## config.mk

```make
export PLATFORM = sky130hd
export DESIGN_NAME = lsu_top
export DESIGN_NICKNAME = d
export VERILOG_FILES = /design/src/lsu_pkg.sv /design/src/lsu_resp_if.sv /design/src/lsu_txn_if.sv /design/src/lsu_issue.sv /design/src/lsu_load_align.sv /design/src/lsu_top.sv /design/src/lsu_txn_queue.sv
export SDC_FILE = /design/constraint.sdc
export NUM_CORES = 1
export LEC_CHECK = 0
export ABC_AREA = 0
export BUFFER_PORTS_ARGS = -buffer_cell sky130_fd_sc_hd__buf_2
export CAP_MARGIN = 10
export CORE_UTILIZATION = 50
export CTS_BUF_LIST = sky130_fd_sc_hd__clkbuf_8
export DETAILED_ROUTE_END_ITERATION = 6
export GPL_ROUTABILITY_DRIVEN = 0
export PLACE_DENSITY = 0.83
export SLEW_MARGIN = 20
export SYNTH_ARGS = -nofsm -noshare
export SYNTH_HDL_FRONTEND = slang
export SYNTH_SLANG_ARGS = --single-unit
```

## constraint.sdc

```tcl
create_clock -name clk -period 6.91 [get_ports clk]
set_input_delay 0 -clock clk [delete_from_list [all_inputs] [get_ports clk]]
set_output_delay 0 -clock clk [all_outputs]
set_load 0.01 [all_outputs]
```

## src/lsu_pkg.sv

```systemverilog
/*
  Shared widths and types for the load/store unit.
  Every RTL file refers to these by scoped name (lsu_pkg::...).
  The data word union gives byte-lane and half-lane views of one bus word.
*/

package lsu_pkg;

  ////////////////////////////////////////////////////////////////////////////
  // Widths
  ////////////////////////////////////////////////////////////////////////////

  localparam int XLEN      = 32;         // Data and address width
  localparam int NUM_BYTES = XLEN / 8;   // Byte lanes per word
  localparam int BE_W      = NUM_BYTES;  // One enable per lane
  localparam int OFFS_W    = 2;          // Byte offset inside a word

  ////////////////////////////////////////////////////////////////////////////
  // Access size
  ////////////////////////////////////////////////////////////////////////////

  typedef enum logic [1:0] {
    SIZE_BYTE = 2'b00,
    SIZE_HALF = 2'b01,
    SIZE_WORD = 2'b10   // 2'b11 is unused, treated as word
  } lsu_size_e;

  ////////////////////////////////////////////////////////////////////////////
  // Data word, two lane views
  ////////////////////////////////////////////////////////////////////////////

  // Lane 0 is the least significant byte or half
  typedef union packed {
    logic [NUM_BYTES-1:0][7:0]      b;   // Byte lanes
    logic [NUM_BYTES/2-1:0][15:0]   h;   // Half lanes
  } lsu_word_u;

endpackage

```

## src/lsu_resp_if.sv

```systemverilog
/*
  Response strobe plus control of the oldest outstanding transaction,
  from the transaction queue to load alignment.
  The head entry is retired at the end of every cycle with valid high.
*/

`timescale 1ns/1ps

interface lsu_resp_if;

  logic                       valid;   // Copy of the bus response strobe
  logic                       we;      // Head is a store, no result
  lsu_pkg::lsu_size_e         size;
  logic                       sign;
  logic [lsu_pkg::OFFS_W-1:0] offset;  // Lane select for extraction

  // Queue side
  modport queue (output valid, output we, output size, output sign, output offset);

  // Alignment side
  modport align (input valid, input we, input size, input sign, input offset);

endinterface

```

## src/lsu_txn_if.sv

```systemverilog
/*
  Control of each granted transaction, from issue to the transaction queue.
  Issue pushes only while the queue reports space.
*/

`timescale 1ns/1ps

interface lsu_txn_if;

  logic                      push;    // Transaction granted this cycle
  logic                      we;      // Store when high
  lsu_pkg::lsu_size_e        size;
  logic                      sign;    // Sign-extend the load result
  logic [lsu_pkg::OFFS_W-1:0] offset; // Byte offset of the access
  logic                      space;   // Queue below DEPTH entries

  // Issue side
  modport issue (output push, output we, output size, output sign, output offset,
                 input space);

  // Queue side
  modport queue (input push, input we, input size, input sign, input offset,
                 output space);

endinterface

```

## src/lsu_issue.sv

```systemverilog
/*
  Issue side of the load/store unit. Purely combinational.
  Forms the address, refuses accesses that cross a word boundary,
  builds byte enables and lane-rotated write data, and drives the bus request.
  A granted request pushes its control into the transaction queue.
*/

`timescale 1ns/1ps

module lsu_issue (
  // Request from the execute stage
  input  logic                        req_valid_i,
  input  logic                        req_we_i,
  input  lsu_pkg::lsu_size_e          req_size_i,
  input  logic                        req_signed_i,
  input  logic [lsu_pkg::XLEN-1:0]    req_base_i,
  input  logic [lsu_pkg::XLEN-1:0]    req_offset_i,
  input  logic [lsu_pkg::XLEN-1:0]    req_wdata_i,
  output logic                        req_ready_o,
  output logic                        misaligned_o,

  // Memory bus request channel
  output logic                        data_req_o,
  input  logic                        data_gnt_i,
  output logic [lsu_pkg::XLEN-1:0]    data_addr_o,
  output logic [lsu_pkg::BE_W-1:0]    data_be_o,
  output logic [lsu_pkg::XLEN-1:0]    data_wdata_o,
  output logic                        data_we_o,

  // Control toward the queue
  lsu_txn_if.issue                    txn
);

  logic [lsu_pkg::XLEN-1:0]   eff_addr;   // Base plus offset
  logic [lsu_pkg::OFFS_W-1:0] byte_off;   // Low address bits
  logic                       addr_misal; // Access would cross a word
  logic [lsu_pkg::BE_W-1:0]   be_base;    // Enables before the lane shift
  lsu_pkg::lsu_word_u         wdata_in;
  lsu_pkg::lsu_word_u         wdata_rot;

  ////////////////////////////////////////////////////////////////////////////
  // Address and alignment
  ////////////////////////////////////////////////////////////////////////////

  assign eff_addr = req_base_i + req_offset_i;
  assign byte_off = eff_addr[lsu_pkg::OFFS_W-1:0];

  always_comb
  begin
    case (req_size_i)
      lsu_pkg::SIZE_BYTE: addr_misal = 1'b0;            // Bytes always fit
      lsu_pkg::SIZE_HALF: addr_misal = (byte_off == '1); // Half at lane 3 spills over
      default:            addr_misal = (byte_off != '0); // Word needs lane 0
    endcase
  end

  // Word address goes out, lanes are picked by the enables
  assign data_addr_o = {eff_addr[lsu_pkg::XLEN-1:lsu_pkg::OFFS_W], {lsu_pkg::OFFS_W{1'b0}}};

  ////////////////////////////////////////////////////////////////////////////
  // Byte enables and write data
  ////////////////////////////////////////////////////////////////////////////

  always_comb
  begin
    case (req_size_i)
      lsu_pkg::SIZE_BYTE: be_base = 4'b0001;
      lsu_pkg::SIZE_HALF: be_base = 4'b0011;
      default:            be_base = 4'b1111;
    endcase
  end

  // Shift up to the first addressed lane; a legal access never drops bits
  assign data_be_o = be_base << byte_off;

  assign wdata_in = req_wdata_i;

  // Rotate left by the offset in bytes so lane 0 of the operand lands on byte_off
  always_comb
  begin
    for (int i = 0; i < lsu_pkg::NUM_BYTES; i++)
    begin
      wdata_rot.b[i] = wdata_in.b[lsu_pkg::OFFS_W'(i) - byte_off]; // Index wraps mod 4
    end
  end

  assign data_wdata_o = wdata_rot;
  assign data_we_o    = req_we_i;

  ////////////////////////////////////////////////////////////////////////////
  // Bus request and handshake
  ////////////////////////////////////////////////////////////////////////////

  assign misaligned_o = req_valid_i && addr_misal;

  // Queue space is a registered flag, no path from the response strobe
  assign data_req_o  = req_valid_i && !addr_misal && txn.space;
  assign req_ready_o = data_req_o && data_gnt_i;  // Grant equals acceptance

  // Push control of the accepted access
  assign txn.push   = req_ready_o;
  assign txn.we     = req_we_i;
  assign txn.size   = req_size_i;
  assign txn.sign   = req_signed_i;
  assign txn.offset = byte_off;

endmodule

```

## src/lsu_load_align.sv

```systemverilog
/*
  Load result extraction. Picks the addressed byte or half out of the
  response word, extends it with zeros or its sign bit, and registers it.
  The result appears one cycle after the response, for loads only.
*/

`timescale 1ns/1ps

module lsu_load_align (
  input  logic                     clk,
  input  logic                     rst_n,
  input  logic [lsu_pkg::XLEN-1:0] data_rdata_i,  // Raw bus read data

  lsu_resp_if.align                resp,

  output logic                     load_valid_o,
  output logic [lsu_pkg::XLEN-1:0] load_data_o
);

  lsu_pkg::lsu_word_u       rdata_u;
  lsu_pkg::lsu_word_u       rdata_sh;    // Addressed lane moved down to lane 0
  logic [7:0]               byte_sel;
  logic [15:0]              half_sel;
  logic [lsu_pkg::XLEN-1:0] rdata_ext;   // Extended result, before the register
  logic                     load_valid_q;
  logic [lsu_pkg::XLEN-1:0] load_data_q;

  ////////////////////////////////////////////////////////////////////////////
  // Lane select and extension
  ////////////////////////////////////////////////////////////////////////////

  assign rdata_u  = data_rdata_i;
  assign rdata_sh = data_rdata_i >> {resp.offset, 3'b000};
  assign byte_sel = rdata_u.b[resp.offset];
  assign half_sel = rdata_sh.h[0];   // Lane pair from the offset up, offset 3 refused at issue

  always_comb
  begin
    case (resp.size)
      lsu_pkg::SIZE_BYTE: rdata_ext = {{24{resp.sign & byte_sel[7]}}, byte_sel};
      lsu_pkg::SIZE_HALF: rdata_ext = {{16{resp.sign & half_sel[15]}}, half_sel};
      default:            rdata_ext = rdata_u;   // Word passes through
    endcase
  end

  ////////////////////////////////////////////////////////////////////////////
  // Result register
  ////////////////////////////////////////////////////////////////////////////

  always_ff @(posedge clk or negedge rst_n)
  begin
    if (!rst_n)
      load_valid_q <= 1'b0;
    else
      load_valid_q <= resp.valid && !resp.we;   // Stores give no result
  end

  // Data held between loads
  always_ff @(posedge clk)
  begin
    if (resp.valid && !resp.we)
      load_data_q <= rdata_ext;
  end

  assign load_valid_o = load_valid_q;
  assign load_data_o  = load_data_q;

endmodule

```

## src/lsu_top.sv

```systemverilog
/*
  Load/store unit top level.
  Issue feeds the memory bus and the transaction queue; the queue hands
  the oldest control to load alignment when each response comes back.
  DEPTH sets the number of outstanding bus transactions.
*/

`timescale 1ns/1ps

module lsu_top #(
  parameter int DEPTH = 2   // Outstanding transaction limit
) (
  input  logic                        clk,
  input  logic                        rst_n,

  // Request from the execute stage
  input  logic                        req_valid_i,
  input  logic                        req_we_i,
  input  lsu_pkg::lsu_size_e          req_size_i,
  input  logic                        req_signed_i,
  input  logic [lsu_pkg::XLEN-1:0]    req_base_i,
  input  logic [lsu_pkg::XLEN-1:0]    req_offset_i,
  input  logic [lsu_pkg::XLEN-1:0]    req_wdata_i,
  output logic                        req_ready_o,
  output logic                        misaligned_o,   // Access refused

  // Memory bus
  output logic                        data_req_o,
  input  logic                        data_gnt_i,
  output logic [lsu_pkg::XLEN-1:0]    data_addr_o,
  output logic [lsu_pkg::BE_W-1:0]    data_be_o,
  output logic [lsu_pkg::XLEN-1:0]    data_wdata_o,
  output logic                        data_we_o,
  input  logic                        data_rvalid_i,
  input  logic [lsu_pkg::XLEN-1:0]    data_rdata_i,

  // Load result, one cycle after its response
  output logic                        load_valid_o,
  output logic [lsu_pkg::XLEN-1:0]    load_data_o,

  output logic                        busy_o          // Transactions outstanding
);

  lsu_txn_if  txn_if ();   // Issue to queue
  lsu_resp_if resp_if ();  // Queue to alignment

  lsu_issue u_issue (
    .req_valid_i  (req_valid_i),
    .req_we_i     (req_we_i),
    .req_size_i   (req_size_i),
    .req_signed_i (req_signed_i),
    .req_base_i   (req_base_i),
    .req_offset_i (req_offset_i),
    .req_wdata_i  (req_wdata_i),
    .req_ready_o  (req_ready_o),
    .misaligned_o (misaligned_o),
    .data_req_o   (data_req_o),
    .data_gnt_i   (data_gnt_i),
    .data_addr_o  (data_addr_o),
    .data_be_o    (data_be_o),
    .data_wdata_o (data_wdata_o),
    .data_we_o    (data_we_o),
    .txn          (txn_if)
  );

  lsu_txn_queue #(
    .DEPTH (DEPTH)
  ) u_txn_queue (
    .clk           (clk),
    .rst_n         (rst_n),
    .data_rvalid_i (data_rvalid_i),
    .busy_o        (busy_o),
    .txn           (txn_if),
    .resp          (resp_if)
  );

  lsu_load_align u_load_align (
    .clk          (clk),
    .rst_n        (rst_n),
    .data_rdata_i (data_rdata_i),
    .resp         (resp_if),
    .load_valid_o (load_valid_o),
    .load_data_o  (load_data_o)
  );

endmodule

```

## src/lsu_txn_queue.sv

```systemverilog
/*
  In-order queue of outstanding transaction control.
  One entry is written per grant and retired per bus response.
  The occupancy count limits outstanding accesses to DEPTH and drives busy.
*/

`timescale 1ns/1ps

module lsu_txn_queue #(
  parameter int DEPTH = 2   // Maximum outstanding transactions, 1 or more
) (
  input  logic     clk,
  input  logic     rst_n,
  input  logic     data_rvalid_i,  // Bus response, one per grant, in order
  output logic     busy_o,

  lsu_txn_if.queue txn,
  lsu_resp_if.queue resp
);

  localparam int PTR_W = (DEPTH > 1) ? $clog2(DEPTH) : 1;
  localparam int CNT_W = $clog2(DEPTH + 1);   // Holds 0 .. DEPTH

  // Entry storage, written at grant
  logic                       we_q     [DEPTH];
  lsu_pkg::lsu_size_e         size_q   [DEPTH];
  logic                       sign_q   [DEPTH];
  logic [lsu_pkg::OFFS_W-1:0] offset_q [DEPTH];

  logic [PTR_W-1:0] wr_ptr_q;
  logic [PTR_W-1:0] rd_ptr_q;
  logic [CNT_W-1:0] count_q;   // Outstanding transactions

  // Circular increment, wraps after the last entry
  function automatic logic [PTR_W-1:0] ptr_inc(input logic [PTR_W-1:0] ptr);
    if (ptr == PTR_W'(DEPTH - 1))
      return '0;
    return ptr + 1'b1;
  endfunction

  ////////////////////////////////////////////////////////////////////////////
  // Pointers and count
  ////////////////////////////////////////////////////////////////////////////

  always_ff @(posedge clk or negedge rst_n)
  begin
    if (!rst_n)
    begin
      wr_ptr_q <= '0;
      rd_ptr_q <= '0;
      count_q  <= '0;
    end
    else
    begin
      if (txn.push)
        wr_ptr_q <= ptr_inc(wr_ptr_q);
      if (data_rvalid_i)
        rd_ptr_q <= ptr_inc(rd_ptr_q);   // Head retired this cycle

      case ({txn.push, data_rvalid_i})
        2'b10:   count_q <= count_q + 1'b1;
        2'b01:   count_q <= count_q - 1'b1;
        default: count_q <= count_q;      // Idle, or push and pop together
      endcase
    end
  end

  // Entry write, no reset on stored control
  always_ff @(posedge clk)
  begin
    if (txn.push)
    begin
      we_q[wr_ptr_q]     <= txn.we;
      size_q[wr_ptr_q]   <= txn.size;
      sign_q[wr_ptr_q]   <= txn.sign;
      offset_q[wr_ptr_q] <= txn.offset;
    end
  end

  ////////////////////////////////////////////////////////////////////////////
  // Status and head
  ////////////////////////////////////////////////////////////////////////////

  // Registered count only, a same-cycle response frees nothing early
  assign txn.space = (count_q < CNT_W'(DEPTH));
  assign busy_o    = (count_q != '0);

  assign resp.valid  = data_rvalid_i;
  assign resp.we     = we_q[rd_ptr_q];
  assign resp.size   = size_q[rd_ptr_q];
  assign resp.sign   = sign_q[rd_ptr_q];
  assign resp.offset = offset_q[rd_ptr_q];

endmodule

```

==> results of run 1 <==
-- cell type report --
cell class,instances,area [sq um]
well taps,129,161
fillers,765,3000
flip-flops and latches,49,1450
repair buffers,251,1300
clock buffers,5,68.8
multi-input cells,449,3310
clock inverters,3,37.5
inverters,11,41.3
-- registers in the layout, indices dropped and copies added, names as in the netlist --
| name | count |
|---|---|
| u_txn_queue.rd_ptr_q | 1 |
| u_txn_queue.size_q | 4 |
| u_load_align.load_data_o | 32 |
| u_txn_queue.sign_q | 2 |
| u_txn_queue.offset_q | 4 |
| u_txn_queue.wr_ptr_q | 1 |
| u_load_align.load_valid_o | 1 |
| u_txn_queue.count_q | 2 |
| u_txn_queue.we_q | 2 |
-- cell usage after synthesis, drive strengths merged (7+ instances only) --
cell / number / area [sq um]
and2: 7 / 43.8
mux4: 24 / 541
nand3: 7 / 35.0
mux2i: 20 / 200
a21o: 9 / 67.6
o21ai: 35 / 183
o22ai: 9 / 56.3
o211ai: 8 / 65.1
ha: 33 / 413
a21oi: 55 / 279
nand2: 71 / 267
nor2: 48 / 180
a211oi: 17 / 128
nor2b: 10 / 62.6
inv: 11 / 41.3
xor2: 12 / 105
edfxtp: 44 / 1320
buf: 14 / 77.6
clkbuf: 17 / 63.8
xnor2: 24 / 210
-- cell usage in the layout, fill, tap and decap left out, drive strengths merged, types with 2 or more instances in the layout --
| master | netlist | layout |
|---|---|---|
| or2 | 2 | 2 |
| dfrtp | 5 | 5 |
| xnor2 | 24 | 24 |
| and2 | 7 | 7 |
| conb | 1 | 2 |
| dlygate4sd3 | 0 | 8 |
| o31ai | 3 | 3 |
| mux4 | 24 | 24 |
| a31oi | 5 | 5 |
| a22oi | 5 | 5 |
| a41oi | 2 | 2 |
| o2111ai | 2 | 2 |
| o21ai | 35 | 35 |
| nand4 | 5 | 5 |
| o211ai | 8 | 8 |
| nor2 | 48 | 48 |
| edfxtp | 44 | 44 |
| a21oi | 55 | 55 |
| nor3b | 2 | 2 |
| nand3 | 7 | 7 |
| nand2b | 5 | 5 |
| buf | 14 | 243 |
| clkbuf | 17 | 5 |
| o22a | 2 | 2 |
| a211oi | 17 | 17 |
| o22ai | 9 | 9 |
| nor3 | 5 | 5 |
| and3 | 4 | 4 |
| a21o | 9 | 9 |
| mux2 | 2 | 2 |
| xor2 | 12 | 12 |
| ha | 33 | 33 |
| mux2i | 20 | 20 |
| nor2b | 10 | 10 |
| nand2 | 71 | 71 |
| inv | 11 | 12 |
| o21a | 5 | 5 |
-- final timing paths --
| check | slack (ns) | start | endpoint | cells past startpoint |
|---|---|---|---|---|
| max | 4.04 | u_txn_queue.rd_ptr_q | u_load_align.load_data_o[11] | 6 |
| min | 0.01 | data_rdata_i[25] | u_load_align.load_data_o[25] | 3 |
| max reg2reg | 4.04 | u_txn_queue.rd_ptr_q | u_load_align.load_data_o[11] | 6 |
| min reg2reg | 0.50 | u_txn_queue.wr_ptr_q | u_txn_queue.wr_ptr_q | 1 |
| max in group asynchronous | 6.70 | rst_n | u_txn_queue.rd_ptr_q | 2 |
| min in group asynchronous | 0.07 | rst_n | u_txn_queue.count_q[1] | 2 |
-- logic make-up (layout without fill, tap and decap cells) --
logic type	after synthesis	in the layout	share of synthesized area, %
adders and majority gates	34	34	8.80
buffers and inverters	42	270	3.71
AOI/OAI and AO/OA	164	164	21.2
and+or+nand+nor	167	167	14.9
xor gates and xnor gates	36	36	6.41
other	1	2	0.0762
muxes	46	46	15.5
DFF	49	49	29.4
-- worst max-delay path, cell delays in order (launching register included) --
cell	delay (ns)
dfrtp_1	0.75
mux2i_1	0.81
o21ai_0	0.20
o211ai_1	0.18
o2111ai_2	0.29
a31oi_1	0.34
o22a_1	0.18
-- metal layers --
layer | track usage [%] | part of all wire [%]
met5 | 0 | 0
met4 | 10.5 | 2.3
met3 | 4.28 | 7.7
met2 | 51.9 | 51
met1 | 33.9 | 39
-- per-stage QoR --
step,cell area [sq um],utilization [%]
floorplan,4930,-
global placement,6180,65.9
detailed placement,6180,65.9
CTS,6360,67.9
global route,6370,68.0
finish,6370,68.0
-- power breakdown --
part	internal, uW	switching (uW)
Combinational	341	447
Sequential	405	37.4
Clock	105	93.4
Total	851	578
-- timing repair --
| item | 4_1_cts | 5_1_grt |
|---|---|---|
| setup buffers | 0 | 0 |
| hold buffers | 8 | 0 |
| endpoints found under the hold margin | 17 | 0 |
| endpoints found under the setup margin | 0 | 0 |
| resized for setup | 0 | 0 |
==> flow_summary.yaml, run 1 <==
flow_run:
  maxCapViolCount: 0
clock_network:
  clk_pin_slew_ns: 0.09
  cts-root-buf: "clkbuf_8"
  numClockSinks: 49
  cts_buffer_depth: 2
  numCtsBuffers: 5
  cts_tree: "built"
  htree_levels: 2
  clock_latency_ns: 0.30
sta:
  setup_viol: 0
  tns_ns: 0
  max_freq_mhz: 348
  slew-limit-headroom_pct: 33.5
  post-route-period-util_pct: 41.6
  holdWs_ns: 0.00996
  fin_ws_ns: 4.04
  rsz0062_at_grt: "no"
  worstMarginPinSlew_ns: 0.970
  final-hold-violation-count: 0
  slew_viol_final: 0
  skew_ns: 0.00652
  fin_crit_ns: 2.87
synth:
  synthArstFlopShare_pct: 10.2
  synth.distinct_cells: 54
  ys.flop_type: "edfxtp_1"
  ys_ff_latch: 49
  synth_edf_count: 44
  syn_area_per_cell_sq_um: 9.13
  yosys_warnings: 0
  synthCells: 539
  yosysSeqAreaShare_pct: 29.4
  syn-cell-area_sq_um: 4920
grt:
  overflow: 0
  antenna_found_initial: 0
  grt_max_degree: 50
  grt_pass1_vias: 5056
  track_usage_pct: 28.4
  grt_first_pass_wirelength_um: 23400
setup_path:
  worstSetupEndpointType: "register"
  worstPathRequired_ns: 7.09
  criticalPathCategory: "reg -> reg"
  start_kind: "register"
  arrival_ns: 3.05
  path_max_fanout: 17
place:
  dp_hpwl_um: 11600
  placed_cells: 881
  place_ws_ns: 3.79
  io_buffers: 240
power_and_ir_drop:
  power_leakage_uw: 0.00296
  p_total_uw: 1430
  ir_drop_mv: 0.108
  cellPowerDensity_nw_per_um2: 224
finish:
  area_growth_pct: 29.5
  drive_gt1_share_pct: 37.5
  stdcell_count: 897
  nNetsFinal: 938
  n_antenna_cell: 0
route:
  drt-initial-drc-count: 239
  routed-via-count: 5223
  drt_pass1_iterations: 5
  routed_wl_um: 14500
  ant_nets: 0
  post_drt_wl_per_cell_um: 16.2
  vias_per_cell: 5.82
  remaining_drc_errors: 0
floorplan:
  placementRows: 35
  die_area_sq_um: 10200
  num_io_pins: 243
  die_y_um: 101
  die_x_um: 101
  start_util_pct: 52.5
  core_sq_um: 9370
status:
  run_status: "finished clean"
worst_hold_path:
  hp-class: "in -> reg"
(Power assumes the default switching activity.)
==> inputs of run 2 (changes only) <==
--- a/config.mk
+++ b/config.mk
@@ -8,11 +8,11 @@
 export ABC_AREA = 0
 export BUFFER_PORTS_ARGS = -buffer_cell sky130_fd_sc_hd__buf_2
 export CAP_MARGIN = 10
-export CORE_UTILIZATION = 50
+export CORE_UTILIZATION = 48
 export CTS_BUF_LIST = sky130_fd_sc_hd__clkbuf_8
 export DETAILED_ROUTE_END_ITERATION = 6
 export GPL_ROUTABILITY_DRIVEN = 0
-export PLACE_DENSITY = 0.83
+export PLACE_DENSITY = 0.8
 export SLEW_MARGIN = 20
 export SYNTH_ARGS = -nofsm -noshare
 export SYNTH_HDL_FRONTEND = slang
==> constraint.sdc (replaced) <==
create_clock -name clk -period 2.7 [get_ports clk]
set_input_delay 0 -clock clk [delete_from_list [all_inputs] [get_ports clk]]
set_output_delay 0 -clock clk [all_outputs]
set_load 0.01 [all_outputs]
==> flow_summary.yaml, run 2 (synthesis results as in run 1) <==
status:
  run_status: "finished clean"
flow_run:
  maxCapViolCount: 0
sta:
  tns_ns: 0
  setup_viol: 0
  worstMarginPinSlew_ns: 0.642
  slew_viol_final: 0
  skew_ns: 0.00557
  holdWs_ns: 0.0153
  slew-limit-headroom_pct: 57.2
  max_freq_mhz: 396
  final-hold-violation-count: 0
  rsz0062_at_grt: "no"
  post-route-period-util_pct: 93.5
  fin_crit_ns: 2.53
setup_path:
  criticalPathCategory: "in -> out"
  path_cells: "buf_2, ha_2, fa_1, a211oi_1, o211ai_1, a21oi_1, o31ai_1, a21oi_1, o21ai_1, xnor2_1, buf_2"
  worstPathRequired_ns: 2.70
  arrival_ns: 2.53
  max_stage_delay_ns: 0.45
  worstSetupEndpointType: "primary output"
  crit_slowest_cell: "fa_1"
  start_kind: "primary input"
  path_delay_family: "compound AO/OA/AOI/OAI gates"
  path_max_fanout: 3
  critPathBufInv: 2
clock_network:
  numClockSinks: 49
  clk_pin_slew_ns: 0.08
  cts-root-buf: "clkbuf_8"
  htree_levels: 2
  cts_tree: "built"
  cts_buffer_depth: 2
  cts_resized: 0
  clock_latency_ns: 0.29
  numCtsBuffers: 5
route:
  routedLengthMet1_um: 5520
  drt_pass1_iterations: 5
  routed-via-count: 5161
  post_drt_wl_per_cell_um: 15.4
  remaining_drc_errors: 0
  wl_met3_um: 986
  routed_wl_um: 13900
  dr.max_layer_used: "met4"
  vias_per_cell: 5.71
  wl_met2_um: 7220
  drt-initial-drc-count: 199
  ant_nets: 0
worst_hold_path:
  hp-class: "in -> reg"
grt:
  track_usage_pct: 25.2
  grt_pass1_vias: 4692
  antenna_found_initial: 0
  overflow: 0
  grt_max_degree: 42
  grt_first_pass_wirelength_um: 21400
power_and_ir_drop:
  p_total_uw: 3650
  power_leakage_uw: 0.00297
  cellPowerDensity_nw_per_um2: 570
  ir_drop_mv: 0.248
floorplan:
  placementRows: 36
  die_x_um: 103
  start_util_pct: 49.9
  num_io_pins: 243
  die_area_sq_um: 10700
  core_sq_um: 9860
  die_y_um: 103
finish:
  area_growth_pct: 30.2
  drive_gt1_share_pct: 38.7
  final_util_pct: 65.0
  seq_area_sq_um: 1450
  n_antenna_cell: 0
  n_fill_cell: 849
  mostFrequentLayoutCells: "buf_2, nand2_1, a21oi_1"
  stdcell_count: 904
  multiInputGateArea_sq_um: 3330
  largest_register_ffs: 32
  nNetsFinal: 941
  final_common_cell: "buf_2"
place:
  io_buffers: 240
  placed_cells: 890
  dp_hpwl_um: 11200
-- run 2: through the flow --
stage / cell area (sq um) / worst slack (ns)
after CTS: 6410 / 0.230
after detailed placement: 6240 / 0.263
after global placement: 6240 / 0.324
after floorplan: 4990 / 0.0309
after global routing: 6410 / 0.00624
final: 6410 / 0.175
-- run 2: path summary, 6_finish.rpt --
check | start | endpoint | slack (ns) | cells past startpoint
setup reg to reg | u_txn_queue.rd_ptr_q | u_load_align.load_data_o[6] | 0.43 | 5
hold reg to reg | u_txn_queue.count_q[1] | u_txn_queue.count_q[1] | 0.51 | 1
max in group asynchronous | rst_n | u_txn_queue.rd_ptr_q | 2.53 | 2
hold / removal | data_rdata_i[24] | u_load_align.load_data_o[24] | 0.02 | 3
setup / recovery | req_base_i[0] | data_addr_o[28] | 0.17 | 11
min in group asynchronous | rst_n | u_txn_queue.count_q[0] | 0.04 | 2
-- run 2: power by group --
group | leakage [uW] | switching, uW | internal, uW
clock network | 0.0000570 | 223 | 270
registers | 0.000472 | 76.0 | 1040
logic | 0.00244 | 1150 | 896
-- run 2: worst register-to-register path: stages (launching register included) --
cell and delay [ns]:
dfrtp_1 0.55, mux2i_2 0.52, buf_4 0.31, nand2_1 0.22, o22ai_1 0.31, a21oi_1 0.11
-- run 2: final cells by class --
cell class / instances / share of cell area (%)
clock buffers: 5 / 1.07
clock inverters: 3 / 0.586
inverters: 11 / 0.644
multi-input cells: 449 / 51.9
flip-flops and latches: 49 / 22.6
well taps: 133 / 2.60
repair buffers: 254 / 20.6
-- run 2: metal layers --
metal	global-route usage, %	vias to the layer above
met1	30.0	2426
met3	3.97	18
li1	-	2471
met5	0	-
met4	6.07	0
met2	47.3	246
-- run 2: what timing repair did --
| item | CTS | global route |
|---|---|---|
| hold buffers | 6 | 0 |
| hold endpoints to repair | 14 | 0 |
| setup buffers | 0 | 0 |
| endpoints found under the setup margin | 0 | 0 |
